===== src/dma_params.svh =====
/* Sizing macros for the AXI4 copy engine
   Pulled in by the package and by modules that size fields or arrays */

`ifndef DMA_PARAMS_SVH
`define DMA_PARAMS_SVH

// AXI address width in bits
`define DMA_AW 32

// AXI data width, one beat is 4 bytes
`define DMA_DW 32

// Longest burst a single command may ask for
`define DMA_MAX_BEATS 16

// Entries in the read-to-write data FIFO
`define DMA_FIFO_DEPTH 16

// Byte length field, wide enough for DMA_MAX_BEATS full beats
`define DMA_LEN_W 7

`endif


===== src/dma_pkg.sv =====
/* Shared types and AXI encodings for the copy engine
   Modules pull these in with a wildcard import */

`default_nettype none

`include "dma_params.svh"

package dma_pkg;

    typedef logic [`DMA_AW-1:0]    addr_t;
    typedef logic [`DMA_DW-1:0]    data_t;
    typedef logic [`DMA_LEN_W-1:0] blen_t;
    // Beats minus one, as carried on AxLEN
    typedef logic [7:0]            axlen_t;
    typedef logic [1:0]            resp_t;
    typedef logic [1:0]            burst_t;

    // Response codes, higher value means worse outcome
    localparam resp_t RESP_OKAY   = 2'd0;
    localparam resp_t RESP_SLVERR = 2'd2;
    localparam resp_t RESP_DECERR = 2'd3;

    localparam burst_t BURST_FIXED = 2'd0;
    localparam burst_t BURST_INCR  = 2'd1;

    // Full-width beats only
    localparam logic [2:0] AXI_SIZE = 3'($clog2(`DMA_DW / 8));

    // Byte count to AxLEN encoding
    function automatic axlen_t bytes_to_axlen(input blen_t len);
        return axlen_t'(len >> AXI_SIZE) - axlen_t'(1);
    endfunction

    typedef enum logic [1:0] {
        ST_IDLE,
        ST_LAUNCH,
        ST_WAIT,
        ST_DONE
    } ctrl_state_t;

endpackage

`default_nettype wire


===== src/dma_fifo.sv =====
/* Synchronous data FIFO between the read and the write manager
   Head entry is always visible, pop only advances the pointer */

`timescale 1ns/1ps
`default_nettype none

`include "dma_params.svh"

module dma_fifo import dma_pkg::*; #(
    // Power of two only
    parameter int DEPTH = `DMA_FIFO_DEPTH
) (
    input  logic  clk,
    input  logic  rst_n,
    input  logic  i_push,
    input  data_t i_push_data,
    output logic  o_full,
    input  logic  i_pop,
    output data_t o_pop_data,
    output logic  o_empty
);

    localparam int PW = $clog2(DEPTH);

    data_t       mem [DEPTH];
    // Extra top bit tells full from empty
    logic [PW:0] wr_ptr;
    logic [PW:0] rd_ptr;
    logic        do_push;
    logic        do_pop;

    assign o_empty = (wr_ptr == rd_ptr);
    assign o_full  = (wr_ptr[PW] != rd_ptr[PW]) &&
                     (wr_ptr[PW-1:0] == rd_ptr[PW-1:0]);
    assign do_push = i_push && !o_full;
    assign do_pop  = i_pop && !o_empty;

    always_ff @(posedge clk) begin
        if (do_push) begin
            mem[wr_ptr[PW-1:0]] <= i_push_data;
        end
    end

    always_ff @(posedge clk or negedge rst_n) begin
        if (!rst_n) begin
            wr_ptr <= '0;
            rd_ptr <= '0;
        end else begin
            if (do_push) begin
                wr_ptr <= wr_ptr + (PW+1)'(1);
            end
            if (do_pop) begin
                rd_ptr <= rd_ptr + (PW+1)'(1);
            end
        end
    end

    assign o_pop_data = mem[rd_ptr[PW-1:0]];

endmodule

`default_nettype wire


===== src/axi_mgr_rd.sv =====
/* AXI4 read manager: one request becomes one AR burst
   R beats are forwarded into the data FIFO, burst status is OR-merged */

`timescale 1ns/1ps
`default_nettype none

module axi_mgr_rd import dma_pkg::*; (
    input  logic   clk,
    input  logic   rst_n,
    // Request side
    input  logic   i_req_valid,
    output logic   o_req_ready,
    input  addr_t  i_req_addr,
    input  blen_t  i_req_len,
    input  logic   i_req_fixed,
    output logic   o_resp_valid,
    output resp_t  o_resp,
    // AR channel
    output logic   o_arvalid,
    input  logic   i_arready,
    output addr_t  o_araddr,
    output axlen_t o_arlen,
    output logic [2:0] o_arsize,
    output burst_t o_arburst,
    // R channel
    input  logic   i_rvalid,
    output logic   o_rready,
    input  data_t  i_rdata,
    input  resp_t  i_rresp,
    input  logic   i_rlast,
    // FIFO push side
    input  logic   i_fifo_full,
    output logic   o_push,
    output data_t  o_push_data
);

    logic   ctx_valid;
    logic   ctx_take;
    logic   ctx_sent;
    addr_t  ctx_addr;
    axlen_t ctx_len;
    logic   ctx_fixed;
    logic   txn_active;
    logic   txn_final_beat;
    logic   r_hs;
    resp_t  resp_acc;

    // Skid slot frees once its burst may start and its AR is out
    assign ctx_take    = ctx_valid && (!txn_active || txn_final_beat) &&
                         (i_arready || ctx_sent);
    assign o_req_ready = !ctx_valid || ctx_take;

    always_ff @(posedge clk or negedge rst_n) begin
        if (!rst_n) begin
            ctx_valid <= 1'b0;
        end else if (i_req_valid && o_req_ready) begin
            ctx_valid <= 1'b1;
        end else if (ctx_take) begin
            ctx_valid <= 1'b0;
        end
    end

    // Context payload
    always_ff @(posedge clk) begin
        if (i_req_valid && o_req_ready) begin
            ctx_addr  <= i_req_addr;
            ctx_len   <= bytes_to_axlen(i_req_len);
            ctx_fixed <= i_req_fixed;
        end
    end

    // AR may go out early, while the previous burst still returns data
    always_ff @(posedge clk or negedge rst_n) begin
        if (!rst_n) begin
            ctx_sent <= 1'b0;
        end else if (ctx_take) begin
            ctx_sent <= 1'b0;
        end else if (o_arvalid && i_arready) begin
            ctx_sent <= 1'b1;
        end
    end

    assign o_arvalid = ctx_valid && !ctx_sent;
    assign o_araddr  = ctx_addr;
    assign o_arlen   = ctx_len;
    assign o_arsize  = AXI_SIZE;
    assign o_arburst = ctx_fixed ? BURST_FIXED : BURST_INCR;

    // Burst tracking
    assign r_hs           = i_rvalid && o_rready;
    assign txn_final_beat = r_hs && i_rlast;

    always_ff @(posedge clk or negedge rst_n) begin
        if (!rst_n) begin
            txn_active <= 1'b0;
        end else if (ctx_take) begin
            txn_active <= 1'b1;
        end else if (txn_final_beat) begin
            txn_active <= 1'b0;
        end
    end

    // No beat taken unless the FIFO has room
    assign o_rready    = txn_active && !i_fifo_full;
    assign o_push      = r_hs;
    assign o_push_data = i_rdata;

    // Status accumulates per burst, restarts after RLAST
    always_ff @(posedge clk or negedge rst_n) begin
        if (!rst_n) begin
            resp_acc     <= RESP_OKAY;
            o_resp       <= RESP_OKAY;
            o_resp_valid <= 1'b0;
        end else begin
            o_resp_valid <= txn_final_beat;
            if (txn_final_beat) begin
                resp_acc <= RESP_OKAY;
                o_resp   <= resp_acc | i_rresp;
            end else if (r_hs) begin
                resp_acc <= resp_acc | i_rresp;
            end
        end
    end

endmodule

`default_nettype wire


===== src/axi_mgr_wr.sv =====
/* AXI4 write manager: one request becomes one AW burst
   W beats are drained from the data FIFO, the B code is handed back */

`timescale 1ns/1ps
`default_nettype none

module axi_mgr_wr import dma_pkg::*; (
    input  logic   clk,
    input  logic   rst_n,
    // Request side
    input  logic   i_req_valid,
    output logic   o_req_ready,
    input  addr_t  i_req_addr,
    input  blen_t  i_req_len,
    output logic   o_resp_valid,
    output resp_t  o_resp,
    // AW channel
    output logic   o_awvalid,
    input  logic   i_awready,
    output addr_t  o_awaddr,
    output axlen_t o_awlen,
    output logic [2:0] o_awsize,
    output burst_t o_awburst,
    // W channel
    output logic   o_wvalid,
    input  logic   i_wready,
    output data_t  o_wdata,
    output logic   o_wlast,
    // B channel
    input  logic   i_bvalid,
    output logic   o_bready,
    input  resp_t  i_bresp,
    // FIFO pop side
    input  logic   i_fifo_empty,
    output logic   o_pop,
    input  data_t  i_pop_data
);

    logic   busy;
    logic   req_take;
    logic   w_active;
    logic   w_hs;
    logic   b_hs;
    axlen_t beat_cnt;

    // One burst at a time, free again after B
    assign o_req_ready = !busy;
    assign req_take    = i_req_valid && !busy;
    assign w_hs        = o_wvalid && i_wready;
    assign b_hs        = i_bvalid && o_bready;

    always_ff @(posedge clk or negedge rst_n) begin
        if (!rst_n) begin
            busy      <= 1'b0;
            o_awvalid <= 1'b0;
            w_active  <= 1'b0;
            o_bready  <= 1'b0;
            beat_cnt  <= '0;
        end else begin
            if (req_take) begin
                busy <= 1'b1;
            end else if (b_hs) begin
                busy <= 1'b0;
            end
            // AW held until taken
            if (req_take) begin
                o_awvalid <= 1'b1;
            end else if (i_awready) begin
                o_awvalid <= 1'b0;
            end
            if (req_take) begin
                w_active <= 1'b1;
            end else if (w_hs && o_wlast) begin
                w_active <= 1'b0;
            end
            if (req_take) begin
                beat_cnt <= '0;
            end else if (w_hs) begin
                beat_cnt <= beat_cnt + axlen_t'(1);
            end
            // Wait for B once the last beat is out
            if (w_hs && o_wlast) begin
                o_bready <= 1'b1;
            end else if (b_hs) begin
                o_bready <= 1'b0;
            end
        end
    end

    // Address payload
    always_ff @(posedge clk) begin
        if (req_take) begin
            o_awaddr <= i_req_addr;
            o_awlen  <= bytes_to_axlen(i_req_len);
        end
    end

    assign o_awsize  = AXI_SIZE;
    assign o_awburst = BURST_INCR;

    // Data follows the address, one beat per available FIFO entry
    assign o_wvalid = w_active && !o_awvalid && !i_fifo_empty;
    assign o_wdata  = i_pop_data;
    assign o_wlast  = (beat_cnt == o_awlen);
    assign o_pop    = w_hs;

    always_ff @(posedge clk or negedge rst_n) begin
        if (!rst_n) begin
            o_resp_valid <= 1'b0;
            o_resp       <= RESP_OKAY;
        end else begin
            o_resp_valid <= b_hs;
            if (b_hs) begin
                o_resp <= i_bresp;
            end
        end
    end

endmodule

`default_nettype wire


===== src/dma_ctrl.sv =====
/* Command controller: latches a copy command, hands it to both managers
   and merges their responses into a single done pulse */

`timescale 1ns/1ps
`default_nettype none

module dma_ctrl import dma_pkg::*; (
    input  logic  clk,
    input  logic  rst_n,
    // Command port
    input  logic  i_start,
    input  addr_t i_src_addr,
    input  addr_t i_dst_addr,
    input  blen_t i_byte_len,
    input  logic  i_src_fixed,
    output logic  o_busy,
    output logic  o_done,
    output resp_t o_resp,
    // Read manager
    output logic  o_rd_valid,
    input  logic  i_rd_ready,
    output addr_t o_rd_addr,
    output blen_t o_rd_len,
    output logic  o_rd_fixed,
    input  logic  i_rd_resp_valid,
    input  resp_t i_rd_resp,
    // Write manager
    output logic  o_wr_valid,
    input  logic  i_wr_ready,
    output addr_t o_wr_addr,
    output blen_t o_wr_len,
    input  logic  i_wr_resp_valid,
    input  resp_t i_wr_resp
);

    ctrl_state_t state;
    logic        cmd_take;
    logic        rd_pend;
    logic        wr_pend;
    logic        rd_take;
    logic        wr_take;
    logic        rd_seen;
    logic        wr_seen;
    resp_t       rd_code;
    resp_t       wr_code;
    blen_t       len_q;

    // Starts only count while not busy
    assign o_busy   = (state == ST_LAUNCH) || (state == ST_WAIT);
    assign cmd_take = i_start && !o_busy;
    assign rd_take  = rd_pend && i_rd_ready;
    assign wr_take  = wr_pend && i_wr_ready;

    assign o_rd_valid = rd_pend;
    assign o_wr_valid = wr_pend;
    assign o_rd_len   = len_q;
    assign o_wr_len   = len_q;

    // Worse code wins
    assign o_done = (state == ST_DONE);
    assign o_resp = (rd_code > wr_code) ? rd_code : wr_code;

    always_ff @(posedge clk or negedge rst_n) begin
        if (!rst_n) begin
            state   <= ST_IDLE;
            rd_pend <= 1'b0;
            wr_pend <= 1'b0;
            rd_seen <= 1'b0;
            wr_seen <= 1'b0;
            rd_code <= RESP_OKAY;
            wr_code <= RESP_OKAY;
        end else begin
            if (rd_take) begin
                rd_pend <= 1'b0;
            end
            if (wr_take) begin
                wr_pend <= 1'b0;
            end
            // Responses may land in either order
            if (i_rd_resp_valid) begin
                rd_seen <= 1'b1;
                rd_code <= i_rd_resp;
            end
            if (i_wr_resp_valid) begin
                wr_seen <= 1'b1;
                wr_code <= i_wr_resp;
            end
            case (state)
                ST_IDLE, ST_DONE: begin
                    state <= ST_IDLE;
                    if (cmd_take) begin
                        state   <= ST_LAUNCH;
                        rd_pend <= 1'b1;
                        wr_pend <= 1'b1;
                        rd_seen <= 1'b0;
                        wr_seen <= 1'b0;
                    end
                end
                ST_LAUNCH: begin
                    // Both requests accepted
                    if ((!rd_pend || rd_take) && (!wr_pend || wr_take)) begin
                        state <= ST_WAIT;
                    end
                end
                ST_WAIT: begin
                    if ((rd_seen || i_rd_resp_valid) && (wr_seen || i_wr_resp_valid)) begin
                        state <= ST_DONE;
                    end
                end
                default: state <= ST_IDLE;
            endcase
        end
    end

    // Command payload
    always_ff @(posedge clk) begin
        if (cmd_take) begin
            o_rd_addr  <= i_src_addr;
            o_rd_fixed <= i_src_fixed;
            o_wr_addr  <= i_dst_addr;
            len_q      <= i_byte_len;
        end
    end

endmodule

`default_nettype wire


===== src/axi_dma_top.sv =====
/* Top level of the AXI4 copy engine
   Command port in, AXI read and write channels out */

`timescale 1ns/1ps
`default_nettype none

module axi_dma_top import dma_pkg::*; (
    input  logic       clk,
    input  logic       rst_n,
    // Command port
    input  logic       i_start,
    input  addr_t      i_src_addr,
    input  addr_t      i_dst_addr,
    input  blen_t      i_byte_len,
    input  logic       i_src_fixed,
    output logic       o_busy,
    output logic       o_done,
    output resp_t      o_resp,
    // AR and R
    output logic       o_arvalid,
    input  logic       i_arready,
    output addr_t      o_araddr,
    output axlen_t     o_arlen,
    output logic [2:0] o_arsize,
    output burst_t     o_arburst,
    input  logic       i_rvalid,
    output logic       o_rready,
    input  data_t      i_rdata,
    input  resp_t      i_rresp,
    input  logic       i_rlast,
    // AW, W and B
    output logic       o_awvalid,
    input  logic       i_awready,
    output addr_t      o_awaddr,
    output axlen_t     o_awlen,
    output logic [2:0] o_awsize,
    output burst_t     o_awburst,
    output logic       o_wvalid,
    input  logic       i_wready,
    output data_t      o_wdata,
    output logic       o_wlast,
    input  logic       i_bvalid,
    output logic       o_bready,
    input  resp_t      i_bresp
);

    // Controller to managers
    logic  rd_valid;
    logic  rd_ready;
    addr_t rd_addr;
    blen_t rd_len;
    logic  rd_fixed;
    logic  rd_resp_valid;
    resp_t rd_resp;
    logic  wr_valid;
    logic  wr_ready;
    addr_t wr_addr;
    blen_t wr_len;
    logic  wr_resp_valid;
    resp_t wr_resp;
    // FIFO links
    logic  fifo_push;
    data_t fifo_push_data;
    logic  fifo_full;
    logic  fifo_pop;
    data_t fifo_pop_data;
    logic  fifo_empty;

    dma_ctrl u_ctrl (
        .clk             (clk),
        .rst_n           (rst_n),
        .i_start         (i_start),
        .i_src_addr      (i_src_addr),
        .i_dst_addr      (i_dst_addr),
        .i_byte_len      (i_byte_len),
        .i_src_fixed     (i_src_fixed),
        .o_busy          (o_busy),
        .o_done          (o_done),
        .o_resp          (o_resp),
        .o_rd_valid      (rd_valid),
        .i_rd_ready      (rd_ready),
        .o_rd_addr       (rd_addr),
        .o_rd_len        (rd_len),
        .o_rd_fixed      (rd_fixed),
        .i_rd_resp_valid (rd_resp_valid),
        .i_rd_resp       (rd_resp),
        .o_wr_valid      (wr_valid),
        .i_wr_ready      (wr_ready),
        .o_wr_addr       (wr_addr),
        .o_wr_len        (wr_len),
        .i_wr_resp_valid (wr_resp_valid),
        .i_wr_resp       (wr_resp)
    );

    axi_mgr_rd u_mgr_rd (
        .clk          (clk),
        .rst_n        (rst_n),
        .i_req_valid  (rd_valid),
        .o_req_ready  (rd_ready),
        .i_req_addr   (rd_addr),
        .i_req_len    (rd_len),
        .i_req_fixed  (rd_fixed),
        .o_resp_valid (rd_resp_valid),
        .o_resp       (rd_resp),
        .o_arvalid    (o_arvalid),
        .i_arready    (i_arready),
        .o_araddr     (o_araddr),
        .o_arlen      (o_arlen),
        .o_arsize     (o_arsize),
        .o_arburst    (o_arburst),
        .i_rvalid     (i_rvalid),
        .o_rready     (o_rready),
        .i_rdata      (i_rdata),
        .i_rresp      (i_rresp),
        .i_rlast      (i_rlast),
        .i_fifo_full  (fifo_full),
        .o_push       (fifo_push),
        .o_push_data  (fifo_push_data)
    );

    dma_fifo u_fifo (
        .clk         (clk),
        .rst_n       (rst_n),
        .i_push      (fifo_push),
        .i_push_data (fifo_push_data),
        .o_full      (fifo_full),
        .i_pop       (fifo_pop),
        .o_pop_data  (fifo_pop_data),
        .o_empty     (fifo_empty)
    );

    axi_mgr_wr u_mgr_wr (
        .clk          (clk),
        .rst_n        (rst_n),
        .i_req_valid  (wr_valid),
        .o_req_ready  (wr_ready),
        .i_req_addr   (wr_addr),
        .i_req_len    (wr_len),
        .o_resp_valid (wr_resp_valid),
        .o_resp       (wr_resp),
        .o_awvalid    (o_awvalid),
        .i_awready    (i_awready),
        .o_awaddr     (o_awaddr),
        .o_awlen      (o_awlen),
        .o_awsize     (o_awsize),
        .o_awburst    (o_awburst),
        .o_wvalid     (o_wvalid),
        .i_wready     (i_wready),
        .o_wdata      (o_wdata),
        .o_wlast      (o_wlast),
        .i_bvalid     (i_bvalid),
        .o_bready     (o_bready),
        .i_bresp      (i_bresp),
        .i_fifo_empty (fifo_empty),
        .o_pop        (fifo_pop),
        .i_pop_data   (fifo_pop_data)
    );

endmodule

`default_nettype wire


===== config.mk =====
export PLATFORM = sky130hd
export DESIGN_NAME = axi_dma_top
export DESIGN_NICKNAME = d
export VERILOG_FILES = /design/src/dma_pkg.sv /design/src/dma_fifo.sv /design/src/axi_mgr_rd.sv /design/src/axi_mgr_wr.sv /design/src/dma_ctrl.sv /design/src/axi_dma_top.sv
export VERILOG_INCLUDE_DIRS = /design/src
export SDC_FILE = /design/constraint.sdc
export NUM_CORES = 1
export LEC_CHECK = 0
export BUFFER_PORTS_ARGS = -buffer_cell sky130_fd_sc_hd__buf_2
export CORE_MARGIN = 2
export CORE_UTILIZATION = 38
export DETAILED_ROUTE_END_ITERATION = 10
export GPL_ROUTABILITY_DRIVEN = 0
export MAX_ROUTING_LAYER = met4
export PLACE_DENSITY = 0.65
export SLEW_MARGIN = 40
export SYNTH_ARGS = -nofsm -noshare
export SYNTH_HDL_FRONTEND = slang
export SYNTH_SLANG_ARGS = --single-unit

===== constraint.sdc =====
create_clock -name clk -period 6.11 [get_ports clk]
set_input_delay 0.9165 -clock clk [delete_from_list [all_inputs] [get_ports clk]]
set_output_delay 0.9165 -clock clk [all_outputs]
set_load 0.05 [all_outputs]

==> results.ini <==
[placement]
hpwl_um=30800
dp_cells=2364
place_ws_ns=2.34
port_buffers=237

[synthesis]
synth-main-ff-cell=edfxtp_1
synth_mux_area_share_pct=12.4
yosys.area_share.simple_pct=2.43
synth_warnings=0
synth_cells=1227
synth_top_area_cell=edfxtp_1
synth_common_cells=edfxtp_1 (659), mux4_2 (128), dfrtp_1 (43)
netlist.area_leader.share_pct=75.2
synthArstFlopShare_pct=6.13
synth_sequential_area_ratio_pct=79.3
synth_xor_area_share_pct=0.766
synth_top_family_by_area=multiplexers
yosys-top-cells-area=edfxtp_1 (75%), mux4_2 (11%), dfrtp_1 (4.1%), mux2i_1 (1.3%), a211oi_1 (0.97%)
synth_area_um2=26300
synth_adder_area_share_pct=0.619
postSynthAreaPerCell_um2=21.4
ys_ff_latch=702
yosysUniqueCellTypes=44
synth_compound_area_share_pct=2.63
synthMostInstantiatedCell=edfxtp_1
synth_enable_flop_cells=659

[global_route]
grt_usage_pct=16.0
first_global_vias=13400
antenna_found_initial=4
grt_max_degree=74
grt.overflow.total=0
grt_pass1_wl_um=81400

[routing]
antenna_left=0
drt_wl_total_um=54300
avgRoutedWirePerCell_um=21.7
drc=0
drtPass1Iterations=4
vias=12600
drt_iter0_markers=941
vias_per_cell=5.02

[sta]
max_freq_mhz=243
min_period_ns=4.12
slew_violations=0
min_period_over_period_pct=67.4
setup_violations=0
fin_ws_ns=1.99
rsz0062_at_grt=false
slew_headroom_pct=46.4
finalHoldViolations=0
skew_ns=0.0304
setup_tns_ns=0
worst_slew_pin_slew_ns=0.802

[cts]
cts_tree=done
clock-root-buffer=clkbuf_16
htreeDepth=3
post_cts_resized=0
clk_latency_ns=0.62
cts_setup_buffers=0
cts-buffers-inserted=74
clockBufferDepth=3
hold_buffers=0
clk_pin_slew_ns=0.06
cts_sinks=702

[critical_path]
start_kind=flop
crit_path_max_incr_delay_ns=0.74
path_max_fanout=53
worstPathBufferInverterCount=2
r2r_slack_ns=3.01
cp_data_arrival_time_ns=3.20
required_ns=5.19
critPathTopFamily=flip-flops
path_cells=buf_12 > mux4_2 > nor2b_1 > a211oi_1 > a21oi_1 > buf_2
cp_slowest_cell=dfrtp_4
path_class=reg -> out
endpoint_kind=output port

[die]
start_util_pct=38.3
placeableCoreArea_um2=68600
fp.dieW_um=267
die_h_um=267
fp-row-count=96
ios=249
fp.dieArea_um2=71300

[pwr]
irDropWorstVdd_uv=344
power_density_nw_per_um2=508
p_leak_nw=10.5

[cells_and_area]
final_cells=2504
drive_above_1_share_pct=33.7
finalNetCount=1641
syn2layout_area_growth_pct=18.3

[flow_run]
cap_violations=0

[min_path]
hold_path_class=in -> async

[run_status]
status=completed

-- path summary, 6_finish.rpt --
check                                          startpoint  cells after the start                              end
setup / recovery             u_fifo.rd_ptr[0]$_DFFE_PN0P_                      6                      o_wdata[13]
hold / removal                                      rst_n                      1      u_ctrl.state[0]$_DFFE_PN0P_
setup reg to reg             u_fifo.rd_ptr[0]$_DFFE_PN0P_                      5     u_fifo.mem[13][29]$_DFFE_PP_
hold reg to reg            u_ctrl.o_wr_addr[24]$_DFFE_PP_                      0  u_mgr_wr.o_awaddr[24]$_DFFE_PP_
max in group asynchronous                           rst_n                      1     u_fifo.rd_ptr[1]$_DFFE_PN0P_
min in group clk           u_ctrl.o_wr_addr[24]$_DFFE_PP_                      0  u_mgr_wr.o_awaddr[24]$_DFFE_PP_
-- layer usage --
| metal | up-vias | share of wire [%] | track usage (%) |
|---|---|---|---|
| met3 | 88 | 7.3 | 4.61 |
| met2 | 419 | 50 | 26.5 |
| li1 | 5566 | - | - |
| met5 | - | 0 | - |
| met4 | 0 | 2.2 | 4.27 |
| met1 | 6506 | 40 | 19.2 |
-- sequential cells by signal, indices dropped and copies added, names as in the netlist, 6 cells and up --
| name | flops |
|---|---|
| u_ctrl.o_rd_addr | 32 |
| u_ctrl.o_wr_addr | 32 |
| u_fifo.mem | 512 |
| u_mgr_rd.o_araddr | 32 |
| u_mgr_rd.o_arlen | 6 |
| u_mgr_wr.beat_cnt | 8 |
| u_mgr_wr.o_awaddr | 32 |
| u_mgr_wr.o_awlen | 6 |
-- cell type report --
class                      count  area, µm²
fill                        5785      37500
sequential                   702      20900
multi-input combinational    445       5150
clock buffer                  88       1940
timing repair buffer         267       1500
tap                          931       1160
clock inverter                48        402
inverter                      21       81.3
antenna                        2       5.00
-- stage by stage --
| stage | total power, W | area [µm²] | util, % | hold slack [ns] |
|---|---|---|---|---|
| CTS | 0.0160 | 31000 | 45.3 | 0.296 |
| global placement | 0.0116 | 28600 | 41.7 | 0.401 |
| finish | 0.0158 | 31100 | 45.4 | 0.312 |
| global route | 0.0165 | 31100 | 45.4 | 0.331 |
| floorplan | 0.0104 | 26300 | - | 0.400 |
| detailed placement | 0.0117 | 28700 | 41.9 | 0.405 |
-- layout by cell type, fill, tap and decap left out, types with 4 or more instances in the layout --
cell type	n
a211oi_1	34
nor3_4	8
mux2_2	5
edfxtp_1	659
o21ai_0	18
nor2_1	17
or3_1	4
ha_1	13
a21oi_1	41
nand2_1	32
clkbuf_1	12
conb_1	9
buf_4	22
inv_1	19
clkinv_2	11
xnor2_1	16
nor2b_1	34
mux4_2	128
dfrtp_1	39
buf_12	5
xor2_1	7
bufinv_16	4
buf_2	236
mux2i_1	33
clkbuf_16	75
clkinv_1	24
nand3_1	5
-- power breakdown --
part	internal (W)	switching (W)
clock network	0.00245	0.00183
registers	0.00615	0.000392
logic	0.00166	0.00333
-- logic make-up (layout without fill, tap and decap cells) --
family / count (synthesis) / count (layout)
flip-flops: 702 / 702
multiplexers: 166 / 166
AND/OR/NAND/NOR: 124 / 124
AO/OA/AOI/OAI: 110 / 110
buffers and inverters: 87 / 424
XOR/XNOR: 23 / 23
adder cells (fa/ha/maj): 13 / 13
other: 2 / 11
Note: power is estimated with default switching activity, not from simulation.
